### config.mk
export PLATFORM = sky130hd
export DESIGN_NAME = bank_alloc_top
export DESIGN_NICKNAME = d
export VERILOG_FILES = /design/src/source/alloc_pkg.sv /design/src/source/bank_alloc_top.sv /design/src/source/read_port.sv /design/src/source/write_port.sv /design/src/source/free_list.sv /design/src/source/mem_arbiter.sv /design/src/source/data_ram.sv
export SDC_FILE = /design/constraint.sdc
export NUM_CORES = 2
export LEC_CHECK = 0
export CAP_MARGIN = 20
export CORE_MARGIN = 10
export CORE_UTILIZATION = 35
export CTS_CLUSTER_SIZE = 40
export DETAILED_ROUTE_END_ITERATION = 8
export DONT_BUFFER_PORTS = 1
export PLACE_DENSITY = 0.61
export SETUP_SLACK_MARGIN = 0.5
export SLEW_MARGIN = 15
export SYNTH_ARGS = -nofsm -noshare
export SYNTH_HDL_FRONTEND = slang
export SYNTH_SLANG_ARGS = --single-unit
### constraint.sdc
create_clock -name clk -period 6.9 [get_ports clk]
set_clock_uncertainty 0.15 [all_clocks]
set_input_delay 1.38 -clock clk [delete_from_list [all_inputs] [get_ports clk]]
set_output_delay 1.38 -clock clk [all_outputs]
set_load 0.02 [all_outputs]
### src/source/alloc_pkg.sv
package alloc_pkg;

  // data word
  localparam int DATA_WIDTH = 16;

  // bank and row geometry
  localparam int NUM_BANKS = 4;
  localparam int BANK_BITS = 2;
  localparam int BANK_ROWS = 16;
  localparam int ROW_BITS  = 4;

  // flat address is {bank, row}
  localparam int ADDR_BITS = BANK_BITS + ROW_BITS;
  localparam int NUM_ADDRS = NUM_BANKS * BANK_ROWS;

  typedef logic [DATA_WIDTH-1:0] data_t;
  typedef logic [ADDR_BITS-1:0]  addr_t;
  typedef logic [BANK_BITS-1:0]  bank_t;

  // row inside a bank, also used as a link pointer
  typedef logic [ROW_BITS-1:0]   row_t;

  // one bit wider than a row so a full bank count fits
  typedef logic [ROW_BITS:0]     fill_t;

  // pop takes an extra cycle to read the link memory
  typedef enum logic {
    ALLOC_IDLE,
    ALLOC_POP
  } alloc_state_t;

endpackage
### src/source/bank_alloc_top.sv
`timescale 1ns/1ps

module bank_alloc_top (
  input  logic             clk,
  input  logic             rst,
  input  logic             malloc,
  input  alloc_pkg::bank_t ma_bank,
  output logic             ma_vld,
  output alloc_pkg::addr_t ma_adr,
  output logic             ma_fail,
  input  logic             dq_vld,
  input  alloc_pkg::addr_t dq_adr,
  output logic             dq_err,
  output logic             alloc_busy,
  input  logic             write,
  input  alloc_pkg::addr_t wr_adr,
  input  alloc_pkg::data_t din,
  output logic             wr_bp,
  output logic             wr_err,
  input  logic             read,
  input  alloc_pkg::addr_t rd_adr,
  output logic             rd_bp,
  output logic             rd_vld,
  output alloc_pkg::data_t rd_dout,
  output logic             rd_err
);
  import alloc_pkg::*;

  logic [NUM_ADDRS-1:0] alloc_map;

  // port to arbiter
  logic  wr_req;
  logic  wr_gnt;
  addr_t wr_adr_q;
  data_t wr_data_q;
  logic  rd_req;
  logic  rd_gnt;
  addr_t rd_adr_q;

  // arbiter to sram
  logic  ram_en;
  logic  ram_we;
  addr_t ram_adr;
  data_t ram_wdata;
  data_t ram_rdata;

  free_list free_list_inst (
    .clk        (clk),
    .rst        (rst),
    .malloc     (malloc),
    .ma_bank    (ma_bank),
    .dq_vld     (dq_vld),
    .dq_adr     (dq_adr),
    .ma_vld     (ma_vld),
    .ma_adr     (ma_adr),
    .ma_fail    (ma_fail),
    .dq_err     (dq_err),
    .alloc_busy (alloc_busy),
    .alloc_map  (alloc_map)
  );

  write_port write_port_inst (
    .clk       (clk),
    .rst       (rst),
    .write     (write),
    .wr_adr    (wr_adr),
    .din       (din),
    .alloc_map (alloc_map),
    .wr_gnt    (wr_gnt),
    .wr_bp     (wr_bp),
    .wr_err    (wr_err),
    .wr_req    (wr_req),
    .wr_adr_q  (wr_adr_q),
    .wr_data_q (wr_data_q)
  );

  read_port read_port_inst (
    .clk       (clk),
    .rst       (rst),
    .read      (read),
    .rd_adr    (rd_adr),
    .alloc_map (alloc_map),
    .rd_gnt    (rd_gnt),
    .ram_rdata (ram_rdata),
    .rd_bp     (rd_bp),
    .rd_req    (rd_req),
    .rd_adr_q  (rd_adr_q),
    .rd_vld    (rd_vld),
    .rd_dout   (rd_dout),
    .rd_err    (rd_err)
  );

  mem_arbiter mem_arbiter_inst (
    .clk       (clk),
    .rst       (rst),
    .wr_req    (wr_req),
    .rd_req    (rd_req),
    .wr_adr_q  (wr_adr_q),
    .rd_adr_q  (rd_adr_q),
    .wr_data_q (wr_data_q),
    .wr_gnt    (wr_gnt),
    .rd_gnt    (rd_gnt),
    .ram_en    (ram_en),
    .ram_we    (ram_we),
    .ram_adr   (ram_adr),
    .ram_wdata (ram_wdata)
  );

  data_ram data_ram_inst (
    .clk   (clk),
    .en    (ram_en),
    .we    (ram_we),
    .adr   (ram_adr),
    .wdata (ram_wdata),
    .rdata (ram_rdata)
  );

endmodule

### src/source/read_port.sv
`timescale 1ns/1ps

module read_port (
  input  logic                            clk,
  input  logic                            rst,
  input  logic                            read,
  input  alloc_pkg::addr_t                rd_adr,
  input  logic [alloc_pkg::NUM_ADDRS-1:0] alloc_map,
  input  logic                            rd_gnt,
  input  alloc_pkg::data_t                ram_rdata,
  output logic                            rd_bp,
  output logic                            rd_req,
  output alloc_pkg::addr_t                rd_adr_q,
  output logic                            rd_vld,
  output alloc_pkg::data_t                rd_dout,
  output logic                            rd_err
);

  // waiting for grant
  logic pend;
  // granted, sram data due next cycle
  logic lat;
  logic err_q;
  logic take;

  assign rd_bp  = pend || lat;
  assign rd_req = pend;
  assign take   = read && !rd_bp;

  always_ff @(posedge clk) begin
    if (rst) begin
      pend   <= 1'b0;
      lat    <= 1'b0;
      rd_vld <= 1'b0;
      rd_err <= 1'b0;
    end else begin
      if (take) begin
        pend <= 1'b1;
      end else if (rd_gnt) begin
        pend <= 1'b0;
      end
      lat    <= rd_gnt;
      rd_vld <= lat;
      rd_err <= lat && err_q;
    end
  end

  // map bit is sampled once, when the read is accepted
  always_ff @(posedge clk) begin
    if (take) begin
      rd_adr_q <= rd_adr;
      err_q    <= !alloc_map[rd_adr];
    end
    if (lat) begin
      rd_dout <= ram_rdata;
    end
  end

endmodule

### src/source/write_port.sv
`timescale 1ns/1ps

module write_port (
  input  logic                            clk,
  input  logic                            rst,
  input  logic                            write,
  input  alloc_pkg::addr_t                wr_adr,
  input  alloc_pkg::data_t                din,
  input  logic [alloc_pkg::NUM_ADDRS-1:0] alloc_map,
  input  logic                            wr_gnt,
  output logic                            wr_bp,
  output logic                            wr_err,
  output logic                            wr_req,
  output alloc_pkg::addr_t                wr_adr_q,
  output alloc_pkg::data_t                wr_data_q
);

  logic pend;
  logic take;

  // a granted slot frees up in the same cycle
  assign wr_bp  = pend && !wr_gnt;
  assign wr_req = pend;
  assign take   = write && !wr_bp;

  always_ff @(posedge clk) begin
    if (rst) begin
      pend   <= 1'b0;
      wr_err <= 1'b0;
    end else begin
      wr_err <= take && !alloc_map[wr_adr];
      // unallocated writes are dropped here
      if (take) begin
        pend <= alloc_map[wr_adr];
      end else if (wr_gnt) begin
        pend <= 1'b0;
      end
    end
  end

  always_ff @(posedge clk) begin
    if (take) begin
      wr_adr_q  <= wr_adr;
      wr_data_q <= din;
    end
  end

endmodule

### src/source/free_list.sv
`timescale 1ns/1ps

module free_list (
  input  logic                             clk,
  input  logic                             rst,
  input  logic                             malloc,
  input  alloc_pkg::bank_t                 ma_bank,
  input  logic                             dq_vld,
  input  alloc_pkg::addr_t                 dq_adr,
  output logic                             ma_vld,
  output alloc_pkg::addr_t                 ma_adr,
  output logic                             ma_fail,
  output logic                             dq_err,
  output logic                             alloc_busy,
  output logic [alloc_pkg::NUM_ADDRS-1:0]  alloc_map
);
  import alloc_pkg::*;

  alloc_state_t state;
  bank_t        pop_bank;

  // per bank bookkeeping
  fill_t        fresh_cnt [NUM_BANKS];
  fill_t        reuse_cnt [NUM_BANKS];
  row_t         head      [NUM_BANKS];

  // next pointer of every released row, indexed by flat address
  row_t         link_mem  [NUM_ADDRS];

  logic         ma_take;
  logic         dq_take;
  logic         has_fresh;
  logic         has_reuse;
  bank_t        dq_bank;
  row_t         dq_row;
  row_t         pop_row;
  row_t         pop_next;
  addr_t        fresh_adr;
  addr_t        pop_adr;

  assign alloc_busy = (state == ALLOC_POP);
  assign ma_take    = malloc && !alloc_busy;
  assign dq_take    = dq_vld && !alloc_busy;

  // msb of the fresh counter set means every row was handed out once
  assign has_fresh = !fresh_cnt[ma_bank][ROW_BITS];
  assign has_reuse = (reuse_cnt[ma_bank] != '0);
  assign fresh_adr = {ma_bank, fresh_cnt[ma_bank][ROW_BITS-1:0]};

  assign dq_bank = dq_adr[ADDR_BITS-1:ROW_BITS];
  assign dq_row  = dq_adr[ROW_BITS-1:0];

  assign pop_row  = head[pop_bank];
  assign pop_adr  = {pop_bank, pop_row};
  assign pop_next = link_mem[pop_adr];

  always_ff @(posedge clk) begin
    if (rst) begin
      state     <= ALLOC_IDLE;
      ma_vld    <= 1'b0;
      ma_fail   <= 1'b0;
      dq_err    <= 1'b0;
      alloc_map <= '0;
      for (int b = 0; b < NUM_BANKS; b++) begin
        fresh_cnt[b] <= '0;
        reuse_cnt[b] <= '0;
        head[b]      <= '0;
      end
    end else begin
      ma_vld  <= 1'b0;
      ma_fail <= 1'b0;
      dq_err  <= 1'b0;

      // release pushes the row on top of its bank's reuse stack
      if (dq_take) begin
        if (alloc_map[dq_adr]) begin
          alloc_map[dq_adr]  <= 1'b0;
          head[dq_bank]      <= dq_row;
          reuse_cnt[dq_bank] <= reuse_cnt[dq_bank] + 1'b1;
        end else begin
          dq_err <= 1'b1;
        end
      end

      case (state)
        ALLOC_IDLE: begin
          if (ma_take) begin
            if (has_fresh) begin
              ma_vld               <= 1'b1;
              alloc_map[fresh_adr] <= 1'b1;
              fresh_cnt[ma_bank]   <= fresh_cnt[ma_bank] + 1'b1;
            end else if (has_reuse) begin
              state <= ALLOC_POP;
            end else begin
              ma_fail <= 1'b1;
            end
          end
        end
        ALLOC_POP: begin
          // a push in the accept cycle already moved head, so that row goes out first
          ma_vld              <= 1'b1;
          alloc_map[pop_adr]  <= 1'b1;
          head[pop_bank]      <= pop_next;
          reuse_cnt[pop_bank] <= reuse_cnt[pop_bank] - 1'b1;
          state               <= ALLOC_IDLE;
        end
        default: state <= ALLOC_IDLE;
      endcase
    end
  end

  // old head becomes the successor of the released row
  always_ff @(posedge clk) begin
    if (dq_take && alloc_map[dq_adr]) begin
      link_mem[dq_adr] <= head[dq_bank];
    end
  end

  always_ff @(posedge clk) begin
    if (ma_take) begin
      pop_bank <= ma_bank;
    end
    if (state == ALLOC_POP) begin
      ma_adr <= pop_adr;
    end else if (ma_take) begin
      ma_adr <= fresh_adr;
    end
  end

endmodule

### src/source/mem_arbiter.sv
`timescale 1ns/1ps

module mem_arbiter (
  input  logic             clk,
  input  logic             rst,
  input  logic             wr_req,
  input  logic             rd_req,
  input  alloc_pkg::addr_t wr_adr_q,
  input  alloc_pkg::addr_t rd_adr_q,
  input  alloc_pkg::data_t wr_data_q,
  output logic             wr_gnt,
  output logic             rd_gnt,
  output logic             ram_en,
  output logic             ram_we,
  output alloc_pkg::addr_t ram_adr,
  output alloc_pkg::data_t ram_wdata
);

  // write grants given while a read was waiting
  logic [1:0] wr_run;
  logic       starve;

  // only the first counted write can be as old as the waiting read
  assign starve = rd_req && (wr_run == 2'd2);
  assign wr_gnt = wr_req && !starve;
  assign rd_gnt = rd_req && !wr_gnt;

  assign ram_en    = wr_gnt || rd_gnt;
  assign ram_we    = wr_gnt;
  assign ram_adr   = wr_gnt ? wr_adr_q : rd_adr_q;
  assign ram_wdata = wr_data_q;

  always_ff @(posedge clk) begin
    if (rst) begin
      wr_run <= 2'd0;
    end else if (!rd_req || rd_gnt) begin
      wr_run <= 2'd0;
    end else if (wr_gnt && (wr_run != 2'd2)) begin
      wr_run <= wr_run + 2'd1;
    end
  end

endmodule

### src/source/data_ram.sv
`timescale 1ns/1ps

module data_ram (
  input  logic             clk,
  input  logic             en,
  input  logic             we,
  input  alloc_pkg::addr_t adr,
  input  alloc_pkg::data_t wdata,
  output alloc_pkg::data_t rdata
);
  import alloc_pkg::*;

  data_t mem [NUM_ADDRS];

  // single port, read data shows up the cycle after en
  always_ff @(posedge clk) begin
    if (en) begin
      if (we) begin
        mem[adr] <= wdata;
      end else begin
        rdata <= mem[adr];
      end
    end
  end

endmodule

Word level (Yosys, flattened, before mapping)
Memory sizes are Yosys's and may differ from the RTL's. A register that Yosys moved wholly into a read port is not among the register bits.
Cells that the tools add are included.
{ "totals": {"register_bits": 129, "ram_bits": 1336, "in_bits": 42, "out_inout_bits": 31, "wordCells": 154, "memories": 5} }
{ "op_classes": {"n_addsub": 4, "n_lt_le_gt_ge": 8, "eq_ne": 2, "mux": 68, "bitwise_logic": 9, "reduce_logical": 39} }
{ "mem_list": {"columns": ["memory", "depth", "word_bits", "read_ports", "rd_ports_with_merged_regs", "wr", "line_no", "rtl"], "rows": [
  ["data_ram_inst.mem", 64, 16, 1, 1, 1, "data_ram.sv:13", "data_t mem [NUM_ADDRS];"],
  ["free_list_inst.link_mem", 64, 4, 1, 0, 1, "free_list.sv:28", "row_t link_mem [NUM_ADDRS];"],
  ["free_list_inst.fresh_cnt", 4, 5, 1, 0, 4, "free_list.sv:23", "fill_t fresh_cnt [NUM_BANKS];"],
  ["free_list_inst.reuse_cnt", 4, 5, 3, 1, 4, "free_list.sv:24", "fill_t reuse_cnt [NUM_BANKS];"],
  ["free_list_inst.head", 4, 4, 2, 1, 4, "free_list.sv:25", "row_t head [NUM_BANKS];"]
]} }
{ "ops": {"columns": ["operator", "n"], "rows": [
  ["64-bit 2-to-1 mux", 5],
  ["64-bit OR", 2],
  ["64-bit case mux with 2 select lines", 1],
  ["64-bit AND", 1],
  ["64-bit inverter", 1],
  ["1-bit 2-to-1 mux", 39],
  ["6-bit by 7-bit less-than comparator with 1-bit output, second input constant", 5],
  ["1-bit binary-select mux with 6-bit select", 3],
  ["1-bit demux with 6-bit select", 3],
  ["6-bit by 1-bit greater-or-equal comparator with 1-bit output, second input constant", 3],
  ["6-bit 2-to-1 mux", 3],
  ["1-bit logical AND", 15],
  ["5-bit 2-to-1 mux", 3],
  ["5-bit OR reduction", 3],
  ["2-bit 2-to-1 mux", 7],
  ["4-bit OR reduction", 3],
  ["5-bit by 1-bit adder with 5-bit output, second input constant", 2],
  ["1-bit logical NOT", 8],
  ["4-bit 2-to-1 mux", 2],
  ["2-bit nonzero test", 3],
  ["1-bit inverter", 5],
  ["5-bit nonzero test", 1],
  ["5-bit by 1-bit subtractor with 5-bit output, second input constant", 1],
  ["1-bit case mux with 2 select lines", 2],
  ["6 further kinds", 9]
]} }

Longest topological paths before layout
{ "depth": {"depth_word": 13, "mapped_depth": 15, "mapped_depth_nobuf": 10} }

Hierarchy
From an unflattened synthesis, not the netlist that was laid out.
{ "unflattened": {"hier_cells": 3835, "hier_area_um2": 60648.2} }
{ "modules_own_cells": {"columns": ["module", "instances", "cells_each", "area_each_um2", "seq_area_each_um2"], "rows": [
  ["data_ram", 1, 2272, 40008.4, 31230.0],
  ["free_list", 1, 1361, 17605.6, 11010.6],
  ["read_port", 1, 84, 1416.4, 770.7],
  ["write_port", 1, 84, 1311.3, 700.7],
  ["mem_arbiter", 1, 34, 306.5, 40.0]
]} }

Worst setup path before layout
OpenSTA, ideal clock, no wires.
{ "synth_timing": {"path_type": "input to register", "startpoint": "input dq_adr[0]", "endpoint": "memory free_list_inst.head[2][0] (netlist bit), enable pin", "setup_time_ps": 326, "t_arrival_ps": 3794, "t_required_ps": 6424, "setup_slack_ps": 2630, "stages": 8, "path_buffers": 1, "cell_sequence": "buf_2 mux4_2 mux4_2 o32ai_1 a311oi_1 nor2b_1 o22ai_1 nand2b_1"} }
{ "synth_rtl": {"columns": ["element", "line_no", "rtl"], "rows": [
  ["start: declaration", "bank_alloc_top.sv:12", "input alloc_pkg::addr_t dq_adr,"],
  ["end: declaration", "free_list.sv:25", null]
]} }

Worst setup path in the final report
{ "layout_timing": {"startpoint": "register mem_arbiter_inst.wr_run[0]", "endpoint": "register data_ram_inst.rdata[0] (read register of data_ram_inst.mem), data pin"} }
{ "layout_between": {"elab_chain_len": 8, "word_cells_on_any_way": 10, "cone_classes": "eq/ne (1); mux (1); bitwise (1); reduce/logical (7)"} }
{ "layout_rtl": {"columns": ["element", "line_no", "rtl"], "rows": [
  ["start: declaration", "mem_arbiter.sv:20", "logic [1:0] wr_run;"],
  ["start signal: assignment", "mem_arbiter.sv:39", "wr_run <= wr_run + 2'd1;"],
  ["2-bit == test *", "mem_arbiter.sv:24", "assign starve = rd_req && (wr_run == 2'd2);"],
  ["1-bit logical AND *", "mem_arbiter.sv:24", null],
  ["1-bit logical NOT *", "mem_arbiter.sv:25", "assign wr_gnt = wr_req && !starve;"],
  ["1-bit logical AND *", "mem_arbiter.sv:25", null],
  ["1-bit logical NOT", "mem_arbiter.sv:26", "assign rd_gnt = rd_req && !wr_gnt;"],
  ["1-bit logical AND", "mem_arbiter.sv:26", null],
  ["1-bit logical OR", "mem_arbiter.sv:28", "assign ram_en = wr_gnt || rd_gnt;"],
  ["2-bit AND reduction (no line)", null, null],
  ["end: declaration", "data_ram.sv:9", "output alloc_pkg::data_t rdata"]
]} }
Every way passes the cells marked *; elsewhere a longest branch is shown, timed or not.
A chain may end at the register's enable or synchronous reset.

==> reports/metrics.cfg <==
[floorplanning]
dieArea_um2 = 186000
rows = 151
die_w_um = 432
initial_core_util_pct = 35.1
io_pins = 73
core-area_um2 = 169000
die_y_um = 432

[timing]
rsz0062_at_grt = false
drv_slew = 0
hold_slack_ps = 283
slew_headroom_pct = 20.1
setup_violations = 0
fmax_mhz = 205
fin_tns_setup_ps = 0
fin_crit_sh_pct = 70.8
worstMarginPinSlew_ps = 1190
period_needed_ps = 4880
hold_violations = 0

[cts]
post-cts-setup-buffers = 0
ctsHtreeMaxLevel = 4
cts_tree = yes
numCtsBuffers = 147
path_clk_slew_ps = 70
hold_buffers = 0
clk_path_buf_depth = 3
clock_latency_ps = 800
clkSinkCount = 1483
clockRootBuffer = clkbuf_16
cts_resized = 0

[route]
drt_iter0_drc = 5093
antenna_left = 0
dr.pass1.iters = 7
wire_per_inst_um = 30.1
vias_per_cell = 5.96
wirelength_um = 185000
dr_total_vias = 36700
drc = 0

[pwr]
leakage_nw = 20.9
power_density_nw_per_um2 = 285
p_sw_mw = 4.49
swShare_pct = 23.5
combPwrFrac_pct = 6.8
max-vdd-ir-drop_v = 0.000260
pwr-share-seq_pct = 52.3
power_mw = 19.1
intPower_mw = 14.6
p_clk_share_pct = 41.0

[worst_setup_path]
critPathTopFamily = compound AO/OA/AOI/OAI gates
crit_buf_inv = 3
crit_required_ps = 7290
cpPeakStageDelay_ps = 720
endpoint_kind = flop
critPathKind = reg -> reg
worstPathArrival_ps = 5280
critPathLaunchType = flop
worstPathMaxFanout = 43
cpMostUsedCell = buf_4
cp_slowest_cell = a221oi_1
crit_chain = inv_1 -> ha_1 -> a21boi_4 -> mux2i_4 -> buf_4 -> nor2_1 -> buf_4 -> a22oi_1 -> o22ai_1 -> a221oi_1 -> o2111ai_1 -> or4_1

[yosys]
synth_area_per_cell_um2 = 15.8
synth-edff-count = 1405
yosys_most_used_dff = edfxtp_1
synthArstFlopShare_pct = 0
synth_area_leaders = edfxtp_1 71%, a22oi_1 3.8%, mux4_2 3.5%
synth_top_cell_area_share_pct = 71.1
syn_nets = 3806
netlist_area_um2 = 59300
yosys_register_bits = 1483
yosys.area.top_type = edfxtp_1
synth_warnings = 0
netlist_instances = 3760
ys_types = 77
synth_seq_area_share_pct = 73.7

[global_routing]
grt_usage_pct = 19.2
overflow = 0
grt_max_degree = 88
grt_pass1_wl_um = 264000
grt_pass1_vias = 35500
antenna_found_initial = 8

[run_status]
outcome = completed

[cells_and_area]
fill_cells = 15400
final_cell_mix = 1405 x edfxtp_1, 304 x a22oi_1, 274 x nand2_1
areaGrowthSynthToFinish_pct = 13.0
design_area_um2 = 67000
instances_no_fill = 6151
layout-drive-gt1-share_pct = 15.3
fin_nets = 3863
final_common_cell = edfxtp_1

[min_path]
hold_path_class = reg -> reg

[placement]
place_hpwl_um = 111000
place_area_um2 = 62400
gp_congestion = 0.882
place_inst = 5885
portBuffers = 0

[job]
max_cap_violations = 0

-- stage by stage --
| stage | util [%] | worst slack [ps] |
|---|---|---|
| after global routing | 39.7 | 1850 |
| after detailed placement | 36.9 | 2050 |
| after global placement | 36.9 | 2050 |
| final | 39.7 | 2020 |
| after CTS | 39.7 | 2030 |
| after floorplan | - | 2630 |
-- flip-flops by register name, summed over array words and instances (netlist names), 2 cells and up, named ones only --
register and count:
data_ram_inst.mem 1024, free_list_inst.head 16, read_port_inst.rd_adr_q 6, free_list_inst.ma_adr 6
data_ram_inst.rdata 16, free_list_inst.fresh_cnt 20, write_port_inst.wr_adr_q 6, free_list_inst.alloc_map 64
free_list_inst.reuse_cnt 20, mem_arbiter_inst.wr_run 2, free_list_inst.link_mem 256, write_port_inst.wr_data_q 16
read_port_inst.rd_dout 16, free_list_inst.pop_bank 2
-- power groups by stage --
| stage | combinational, mW | sequential [mW] | clock (mW) |
|---|---|---|---|
| 6_report | 1.29 | 9.98 | 7.82 |
| 5_1_grt | 1.35 | 9.98 | 8.27 |
| 4_1_cts | 1.27 | 9.99 | 7.90 |
| 3_5_place_dp | 1.27 | 10.2 | 0 |
| 3_3_place_gp | 1.26 | 10.2 | 0 |
| 2_1_floorplan | 0.740 | 10.2 | 0 |
-- synthesized netlist by cell type, types with 12 or more instances --
library cell and count:
a22o_1 23, edfxtp_1 1405, a21oi_1 193, a221oi_1 80, nor3_1 28, a22oi_1 304
o21ai_0 112, buf_2 96, a222oi_1 16, o31ai_1 13, a41oi_1 13, nand2_1 274
nand4_1 19, nor2b_1 18, a211oi_1 85, nand2b_1 24, inv_1 22, mux4_2 93
mux2_2 98, buf_1 37, dfxtp_1 78, o22ai_1 40, a211o_1 12, a31oi_1 27
nor2_1 252, clkbuf_1 92, o22a_1 12, nand3_1 35, mux2i_1 77
-- final cells by class --
type,count,area [µm²],area share (%)
tap,2218,2780,4.14
antenna,2,5.00,0.00747
timing repair buffer,151,1270,1.89
inverter,24,90.1,0.134
sequential,1483,43800,65.3
multi-input combinational,2010,14500,21.6
clock buffer,181,3870,5.78
clock inverter,82,769,1.15
-- cell families (layout without fill, tap and decap cells) --
| family | after synthesis | after routing | share of synthesized area, % |
|---|---|---|---|
| DFF | 1483 | 1483 | 73.7 |
| AOI/OAI and AO/OA | 1004 | 1004 | 11.8 |
| and+or+nand+nor | 719 | 719 | 5.30 |
| muxes | 275 | 275 | 6.89 |
| buffers and inverters | 267 | 438 | 2.05 |
| xor gates and xnor gates | 8 | 8 | 0.118 |
| adders and majority gates | 4 | 4 | 0.0843 |
| other | 0 | 2 | 0 |
-- final timing paths --
check	startpoint	end	slack, ps	cells past startpoint
min	mem_arbiter_inst.wr_run[0]	mem_arbiter_inst.wr_run[0]	280	1
max	mem_arbiter_inst.wr_run[0]	data_ram_inst.rdata[0]	2020	12
max reg2reg	mem_arbiter_inst.wr_run[0]	data_ram_inst.rdata[0]	2020	12
min reg2reg	mem_arbiter_inst.wr_run[0]	mem_arbiter_inst.wr_run[0]	280	1
-- layer usage --
layer / track usage, % / share of wire [%] / wire, µm / vias up
met3: 3.98 / 9.4 / 17400 / 433
met5: 0 / 0.035 / 64 / -
met1: 24.9 / 38 / 70700 / 18900
met4: 9.49 / 5.3 / 9770 / 10
met2: 30.7 / 47 / 87200 / 2071
li1: - / - / - / 15300
No activity file was read; power rests on OpenSTA's default activity.
